## config.mk

```make
export PLATFORM = sky130hd
export DESIGN_NAME = sfm_norm_top
export DESIGN_NICKNAME = d
export VERILOG_FILES = /design/src/logic/sfm_pkg.sv /design/src/logic/sfm_stream_if.sv /design/src/logic/sfm_pipeline.sv /design/src/logic/sfm_den_inverter.sv /design/src/logic/sfm_fp_mul.sv /design/src/logic/sfm_norm_ctrl.sv /design/src/logic/sfm_norm_top.sv
export SDC_FILE = /design/constraint.sdc
export NUM_CORES = 1
export LEC_CHECK = 0
export BUFFER_PORTS_ARGS = -buffer_cell sky130_fd_sc_hd__buf_4
export CAP_MARGIN = 40
export CORE_AREA = 2 2 158 160
export CTS_CLUSTER_SIZE = 14
export DETAILED_ROUTE_END_ITERATION = 8
export DIE_AREA = 0 0 160 162
export GPL_TIMING_DRIVEN = 0
export PLACE_DENSITY_LB_ADDON = 0.1
export SYNTH_ARGS = -nofsm -noshare
export SYNTH_HDL_FRONTEND = slang
export SYNTH_HIERARCHICAL = 1
export SYNTH_SLANG_ARGS = --single-unit
```

## constraint.sdc

```tcl
create_clock -name clk_i -period 18.4 [get_ports clk_i]
set_clock_uncertainty 0.05 [all_clocks]
set_input_delay 3.68 -clock clk_i [delete_from_list [all_inputs] [get_ports clk_i]]
set_output_delay 3.68 -clock clk_i [all_outputs]
set_load 0.005 [all_outputs]
```

## src/logic/sfm_pkg.sv

```systemverilog
`default_nettype none

package sfm_pkg;

    // FP32 format
    localparam int unsigned FP_WIDTH  = 32;
    localparam int unsigned EXP_BITS  = 8;
    localparam int unsigned MANT_BITS = 23;
    localparam int unsigned FP_BIAS   = 127;

    // Mantissa bits kept by the approximate inverter
    localparam int unsigned INV_MANT_BITS = 7;

    // Significand width of the multiplier, hidden bit included
    localparam int unsigned MUL_MANT_BITS = 8;

    // Register stages in every arithmetic pipeline
    localparam int unsigned PIPE_REGS = 2;

    typedef struct packed {
        logic                 sign;
        logic [EXP_BITS-1:0]  exponent;
        logic [MANT_BITS-1:0] mantissa;
    } fp_fields_t;

    // One FP32 word, seen as raw bits or as its fields
    typedef union packed {
        logic [FP_WIDTH-1:0] bits;
        fp_fields_t          f;
    } fp_word_u;

endpackage

`default_nettype wire

```

## src/logic/sfm_stream_if.sv

```systemverilog
`timescale 1ns/1ps
`default_nettype none

interface sfm_stream_if import sfm_pkg::*; ();

    logic     valid;
    logic     ready;
    fp_word_u data;
    logic     last;

    modport src (
        output valid,
        output data,
        output last,
        input  ready
    );

    modport snk (
        input  valid,
        input  data,
        input  last,
        output ready
    );

endinterface

`default_nettype wire

```

## src/logic/sfm_pipeline.sv

```systemverilog
`timescale 1ns/1ps
`default_nettype none

module sfm_pipeline #(
    parameter int unsigned WIDTH = 1,
    parameter int unsigned DEPTH = 1
) (
    input  logic             clk_i,
    input  logic             rst_n_i,
    input  logic             clear_i,
    input  logic             valid_i,
    output logic             ready_o,
    input  logic [WIDTH-1:0] data_i,
    output logic             valid_o,
    input  logic             ready_i,
    output logic [WIDTH-1:0] data_o
);

    logic [DEPTH-1:0]             vld_q;
    logic [DEPTH-1:0][WIDTH-1:0]  dat_q;
    logic [DEPTH:0]               rdy;

    // A stage can take a word when empty or when its successor moves on
    assign rdy[DEPTH] = ready_i;
    for (genvar g = 0; g < DEPTH; g++) begin : g_rdy
        assign rdy[g] = ~vld_q[g] | rdy[g+1];
    end

    always_ff @(posedge clk_i) begin
        if (!rst_n_i || clear_i) begin
            vld_q <= '0;
        end else begin
            if (rdy[0]) begin
                vld_q[0] <= valid_i;
            end
            for (int k = 1; k < DEPTH; k++) begin
                if (rdy[k]) begin
                    vld_q[k] <= vld_q[k-1];
                end
            end
        end
    end

    // Payload only moves together with a valid word
    always_ff @(posedge clk_i) begin
        if (rdy[0] && valid_i) begin
            dat_q[0] <= data_i;
        end
        for (int k = 1; k < DEPTH; k++) begin
            if (rdy[k] && vld_q[k-1]) begin
                dat_q[k] <= dat_q[k-1];
            end
        end
    end

    assign ready_o = rdy[0];
    assign valid_o = vld_q[DEPTH-1];
    assign data_o  = dat_q[DEPTH-1];

endmodule

`default_nettype wire

```

## src/logic/sfm_den_inverter.sv

```systemverilog
`timescale 1ns/1ps
`default_nettype none

module sfm_den_inverter import sfm_pkg::*; (
    input  logic      clk_i,
    input  logic      rst_n_i,
    input  logic      clear_i,
    sfm_stream_if.snk den_if,
    sfm_stream_if.src inv_if
);

    fp_word_u                   den;
    fp_word_u                   res;
    logic [INV_MANT_BITS-1:0]   sel;
    logic [INV_MANT_BITS-1:0]   sel_n;
    logic [2*INV_MANT_BITS-2:0] prod;
    logic [FP_WIDTH:0]          pipe_out;

    assign den   = den_if.data;
    assign sel   = den.f.mantissa[MANT_BITS-1 -: INV_MANT_BITS];
    assign sel_n = ~sel;

    // Coarse estimate of the reciprocal mantissa
    assign prod = (2*INV_MANT_BITS-1)'(sel_n >> 1) * (2*INV_MANT_BITS-1)'(sel_n);

    always_comb begin
        res.f.sign = den.f.sign;
        if (sel == '0) begin
            // Exact power of two
            res.f.exponent = EXP_BITS'(2 * FP_BIAS) - den.f.exponent;
            res.f.mantissa = '0;
        end else begin
            res.f.exponent = EXP_BITS'(2 * FP_BIAS - 1) - den.f.exponent;
            res.f.mantissa = {prod[2*INV_MANT_BITS-2 -: INV_MANT_BITS],
                              {(MANT_BITS - INV_MANT_BITS){1'b0}}};
        end
    end

    sfm_pipeline #(
        .WIDTH (FP_WIDTH + 1),
        .DEPTH (PIPE_REGS)
    ) u_pipe (
        .clk_i   (clk_i),
        .rst_n_i (rst_n_i),
        .clear_i (clear_i),
        .valid_i (den_if.valid),
        .ready_o (den_if.ready),
        .data_i  ({den_if.last, res.bits}),
        .valid_o (inv_if.valid),
        .ready_i (inv_if.ready),
        .data_o  (pipe_out)
    );

    assign inv_if.data = pipe_out[FP_WIDTH-1:0];
    assign inv_if.last = pipe_out[FP_WIDTH];

endmodule

`default_nettype wire

```

## src/logic/sfm_fp_mul.sv

```systemverilog
`timescale 1ns/1ps
`default_nettype none

module sfm_fp_mul import sfm_pkg::*; (
    input  logic                clk_i,
    input  logic                rst_n_i,
    input  logic                clear_i,
    sfm_stream_if.snk           a_if,
    input  fp_word_u            recip_i,
    output logic                out_valid_o,
    input  logic                out_ready_i,
    output logic [FP_WIDTH-1:0] out_data_o,
    output logic                out_last_o
);

    fp_word_u                   a;
    fp_word_u                   prod_w;
    logic [MUL_MANT_BITS-1:0]   sig_a;
    logic [MUL_MANT_BITS-1:0]   sig_b;
    logic [2*MUL_MANT_BITS-1:0] sig_prod;
    logic                       norm;
    logic [MUL_MANT_BITS-2:0]   frac;
    logic [EXP_BITS+1:0]        exp_raw;
    logic                       is_zero;

    assign a = a_if.data;

    // 1.7 significands with the hidden bit restored
    assign sig_a    = {1'b1, a.f.mantissa[MANT_BITS-1 -: MUL_MANT_BITS-1]};
    assign sig_b    = {1'b1, recip_i.f.mantissa[MANT_BITS-1 -: MUL_MANT_BITS-1]};
    assign sig_prod = (2*MUL_MANT_BITS)'(sig_a) * (2*MUL_MANT_BITS)'(sig_b);

    // Product in [2,4) needs one right shift
    assign norm = sig_prod[2*MUL_MANT_BITS-1];
    assign frac = norm ? sig_prod[2*MUL_MANT_BITS-2 -: MUL_MANT_BITS-1]
                       : sig_prod[2*MUL_MANT_BITS-3 -: MUL_MANT_BITS-1];

    // Biased sum still carries one extra bias here
    assign exp_raw = {2'b00, a.f.exponent} + {2'b00, recip_i.f.exponent}
                   + {{(EXP_BITS+1){1'b0}}, norm};

    assign is_zero = (a.f.exponent == '0) || (recip_i.f.exponent == '0)
                  || (exp_raw <= (EXP_BITS+2)'(FP_BIAS));

    always_comb begin
        prod_w.f.sign = a.f.sign ^ recip_i.f.sign;
        if (is_zero) begin
            prod_w.f.exponent = '0;
            prod_w.f.mantissa = '0;
        end else begin
            prod_w.f.exponent = EXP_BITS'(exp_raw - (EXP_BITS+2)'(FP_BIAS));
            prod_w.f.mantissa = {frac, {(MANT_BITS - MUL_MANT_BITS + 1){1'b0}}};
        end
    end

    sfm_pipeline #(
        .WIDTH (FP_WIDTH + 1),
        .DEPTH (PIPE_REGS)
    ) u_pipe (
        .clk_i   (clk_i),
        .rst_n_i (rst_n_i),
        .clear_i (clear_i),
        .valid_i (a_if.valid),
        .ready_o (a_if.ready),
        .data_i  ({a_if.last, prod_w.bits}),
        .valid_o (out_valid_o),
        .ready_i (out_ready_i),
        .data_o  ({out_last_o, out_data_o})
    );

endmodule

`default_nettype wire

```

## src/logic/sfm_norm_ctrl.sv

```systemverilog
`timescale 1ns/1ps
`default_nettype none

module sfm_norm_ctrl import sfm_pkg::*; (
    input  logic      clk_i,
    input  logic      rst_n_i,
    input  logic      clear_i,
    sfm_stream_if.snk in_if,
    sfm_stream_if.src den_if,
    sfm_stream_if.snk inv_if,
    sfm_stream_if.src num_if,
    output fp_word_u  recip_o
);

    // Idle is encoded as neither wait nor run
    logic     wait_q;
    logic     run_q;
    logic     idle;
    fp_word_u recip_q;

    assign idle = ~wait_q & ~run_q;

    // Both branches see the input word and only valid is steered
    assign den_if.data  = in_if.data;
    assign den_if.last  = in_if.last;
    assign den_if.valid = idle & in_if.valid;

    assign num_if.data  = in_if.data;
    assign num_if.last  = in_if.last;
    assign num_if.valid = run_q & in_if.valid;

    // Input stalls while the reciprocal is on its way
    assign in_if.ready  = (idle & den_if.ready) | (run_q & num_if.ready);
    assign inv_if.ready = wait_q;

    always_ff @(posedge clk_i) begin
        if (!rst_n_i || clear_i) begin
            wait_q  <= 1'b0;
            run_q   <= 1'b0;
            recip_q <= '0;
        end else begin
            if (den_if.valid && den_if.ready) begin
                wait_q <= 1'b1;
            end
            if (wait_q && inv_if.valid) begin
                wait_q  <= 1'b0;
                run_q   <= 1'b1;
                recip_q <= inv_if.data;
            end
            // Last numerator closes the group
            if (num_if.valid && num_if.ready && num_if.last) begin
                run_q <= 1'b0;
            end
        end
    end

    assign recip_o = recip_q;

endmodule

`default_nettype wire

```

## src/logic/sfm_norm_top.sv

```systemverilog
`timescale 1ns/1ps
`default_nettype none

module sfm_norm_top import sfm_pkg::*; (
    input  logic                clk_i,
    input  logic                rst_n_i,
    input  logic                clear_i,
    input  logic                in_valid_i,
    output logic                in_ready_o,
    input  logic [FP_WIDTH-1:0] in_data_i,
    input  logic                in_last_i,
    output logic                out_valid_o,
    input  logic                out_ready_i,
    output logic [FP_WIDTH-1:0] out_data_o,
    output logic                out_last_o
);

    sfm_stream_if in_s ();
    sfm_stream_if den_s ();
    sfm_stream_if inv_s ();
    sfm_stream_if mul_s ();

    fp_word_u recip;

    assign in_s.valid = in_valid_i;
    assign in_s.data  = in_data_i;
    assign in_s.last  = in_last_i;
    assign in_ready_o = in_s.ready;

    sfm_norm_ctrl u_ctrl (
        .clk_i   (clk_i),
        .rst_n_i (rst_n_i),
        .clear_i (clear_i),
        .in_if   (in_s),
        .den_if  (den_s),
        .inv_if  (inv_s),
        .num_if  (mul_s),
        .recip_o (recip)
    );

    sfm_den_inverter u_inv (
        .clk_i   (clk_i),
        .rst_n_i (rst_n_i),
        .clear_i (clear_i),
        .den_if  (den_s),
        .inv_if  (inv_s)
    );

    // Numerator times the reciprocal held for the group
    sfm_fp_mul u_mul (
        .clk_i       (clk_i),
        .rst_n_i     (rst_n_i),
        .clear_i     (clear_i),
        .a_if        (mul_s),
        .recip_i     (recip),
        .out_valid_o (out_valid_o),
        .out_ready_i (out_ready_i),
        .out_data_o  (out_data_o),
        .out_last_o  (out_last_o)
    );

endmodule

`default_nettype wire

```

==> impl_metrics.csv <==
group,metric,value,unit
worst_hold_path,hold_class,"flop to flop",
setup_path,r2r_slack,11330,ps
placed_design,dp_hpwl,12700,um
global_routing,grt_start_max_net_pins,34,
sta,setup_viol,0,
clocking,clk_latency,420,ps
drt,vias,5472,
sta,worst_hold_slack,363,ps
finish,seq_area,3380,um^2
finish,final_cell_mix,"buf_4, edfxtp_1, inv_1",
synthesis,yosys_warnings,6,
placed_design,pre_cts_ws,7980,ps
floorplan,dieArea,25900,um^2
sta,slew_viol_final,0,
drt,met2_wirelength,7620,um
clocking,cts_buffers,17,
drt,wire_per_inst,13.3,um
sta,timing.final.crit_period,9930,ps
setup_path,reg2reg_to,"u_mul/u_pipe/dat_q[30]$_DFFE_PP_",
finish,drive_gt1_share,26.0,%
sta,slew_headroom,49.3,%
setup_path,reg2reg_depth,22,
drt,route.met3.wl,549,um
synthesis,avgSynthCellArea,10.7,um^2
clocking,clockBufferDepth,2,
placed_design,dpl-instance-area,9590,um^2
job,maxCapViolCount,0,
finish,final_common_cell,"buf_4",
global_routing,grt_first_pass_wirelength,28100,um
sta,finalHoldViolations,0,
drt,dr.pass1.iters,4,
sta,finalSetupTns,0,ps
sta,max_freq,0.101,GHz
setup_path,critPathRequiredTime,18510,ps
power_and_ir_drop,vdd_drop_max,59.7,uV
floorplan,core,24100,um^2
global_routing,track_usage,13.6,%
finish,nFillCells,2375,
clocking,clock_sinks,120,
global_routing,grt_pass1_vias,5513,
placed_design,io_buffers,40,
setup_path,critPathKind,"primary input to flop",
clocking,post_cts_buffers,0,
placed_design,gp_congestion,0.765,
setup_path,crit_path_end_kind,"flop",
floorplan,fp.dieW,160,um
drt,top_layer,"met4",
clocking,clk_pin_slew,60,ps
worst_hold_path,min-delay-start,"u_mul/u_pipe/dat_q[23]$_DFFE_PP_",
floorplan,rows,57,
sta,worst_slew_pin_slew,760,ps
finish,multi_input_area,4330,um^2
finish,stdcell_area,10100,um^2
power_and_ir_drop,leakage,4.37,nW
clocking,htree_levels,4,
drt,via_per_inst,4.44,
clocking,cts_hold_buf,0,
setup_path,cp.arrival,10040,ps
drt,ant_nets,0,
sta,timing.final.ws_setup,8470,ps
sta,rsz0062_at_grt,"false",
finish,nets,1040,
drt,wl_met1,8080,um
worst_hold_path,hold_depth,0,
setup_path,critical_path.startpoint,"in_data_i[17]",
synthesis,syn_inst,822,
sta,min_period_over_period,54.0,%
clocking,clockRootBuffer,"clkbuf_16",
drt,drt_iter0_markers,179,
clocking,cts_tree,"yes",
placed_design,placed_cells,1201,
finish,final_cells,1233,
setup_path,critPathMaxFanout,8,
power_and_ir_drop,pwr_density_cell,69.7,nW/um^2
global_routing,grt.overflow.total,0,
global_routing,antenna_found_initial,0,
clocking,cts-resized-gates,0,
setup_path,worstReg2RegStart,"u_ctrl/recip_o[21]$_SDFFE_PP0P_",
drt,wl,16400,um
finish,synthToLayoutAreaGrowth,14.9,%
worst_hold_path,min_to,"u_mul/u_pipe/data_o[23]$_DFFE_PP_",
floorplan,start_util,36.6,%
synthesis,netlist_area,8820,um^2
finish,insertedDiodeCount,0,
setup_path,cp-start-kind,"primary input",
drt,drc,0,
power_and_ir_drop,p_total,0.707,mW
floorplan,pin_count,73,
floorplan,die_y,162,um
outcome,outcome,"complete, no violations",
finish,post-route-util,42.1,%
[where the power goes]
group,switching [mW],internal (mW)
Sequential,0.00194,0.304
Combinational,0.0527,0.0405
Clock,0.122,0.186
Total,0.176,0.531
[worst max-delay path, cell delays in order]
cell,delay [ps]
buf_4,140
inv_1,100
nor2_1,70
fa_1,500
inv_1,50
fa_1,530
inv_1,60
fa_1,530
inv_1,50
fa_1,520
inv_1,40
ha_1,370
and4_1,230
o21a_1,210
nand3_1,120
a31oi_1,450
nor2_1,210
fa_1,460
fa_1,450
xnor2_1,310
and2_2,230
and4_2,230
o2111ai_1,130
a211oi_1,280
nor3b_2,80
[state kept, by name (all words and copies together), names as in the netlist]
register	cells
u_inv/u_pipe/dat_q	16
u_mul/u_pipe/dat_q	33
u_mul/u_pipe/vld_q	2
u_inv/u_pipe/vld_q	2
u_ctrl/recip_o	16
u_mul/u_pipe/data_o	33
u_inv/u_pipe/data_o	16
u_ctrl/run_q	1
u_ctrl/inv_if.ready	1
[per-layer routing]
| metal | GRT usage [%] | vias up |
|---|---|---|
| met4 | 4.30 | 0 |
| li1 | - | 2870 |
| met2 | 22.6 | 72 |
| met1 | 17.9 | 2518 |
| met3 | 2.99 | 12 |
| met5 | 0 | - |
[final cells by class]
cell class | count | share of cell area (%)
multi-input combinational | 513 | 42.7
sequential | 120 | 33.4
buffer | 107 | 7.94
clock buffer | 19 | 4.27
tap | 324 | 4.00
inverter | 97 | 3.59
timing repair buffer | 40 | 2.96
clock inverter | 13 | 1.18
[worst max-delay path by stage]
stage / endpoint / cells past startpoint / slack (ps)
CTS: u_mul/u_pipe/dat_q[30]$_DFFE_PP_ / 25 / 8430
global route: u_mul/u_pipe/dat_q[30]$_DFFE_PP_ / 25 / 7940
floorplan: u_mul/u_pipe/dat_q[30]$_DFFE_PP_ / 25 / 8550
finish: u_mul/u_pipe/dat_q[30]$_DFFE_PP_ / 25 / 8470
global placement: u_mul/u_pipe/dat_q[30]$_DFFE_PP_ / 22 / 7960
detailed placement: u_mul/u_pipe/dat_q[30]$_DFFE_PP_ / 25 / 7980
(Power assumes the default switching activity.)
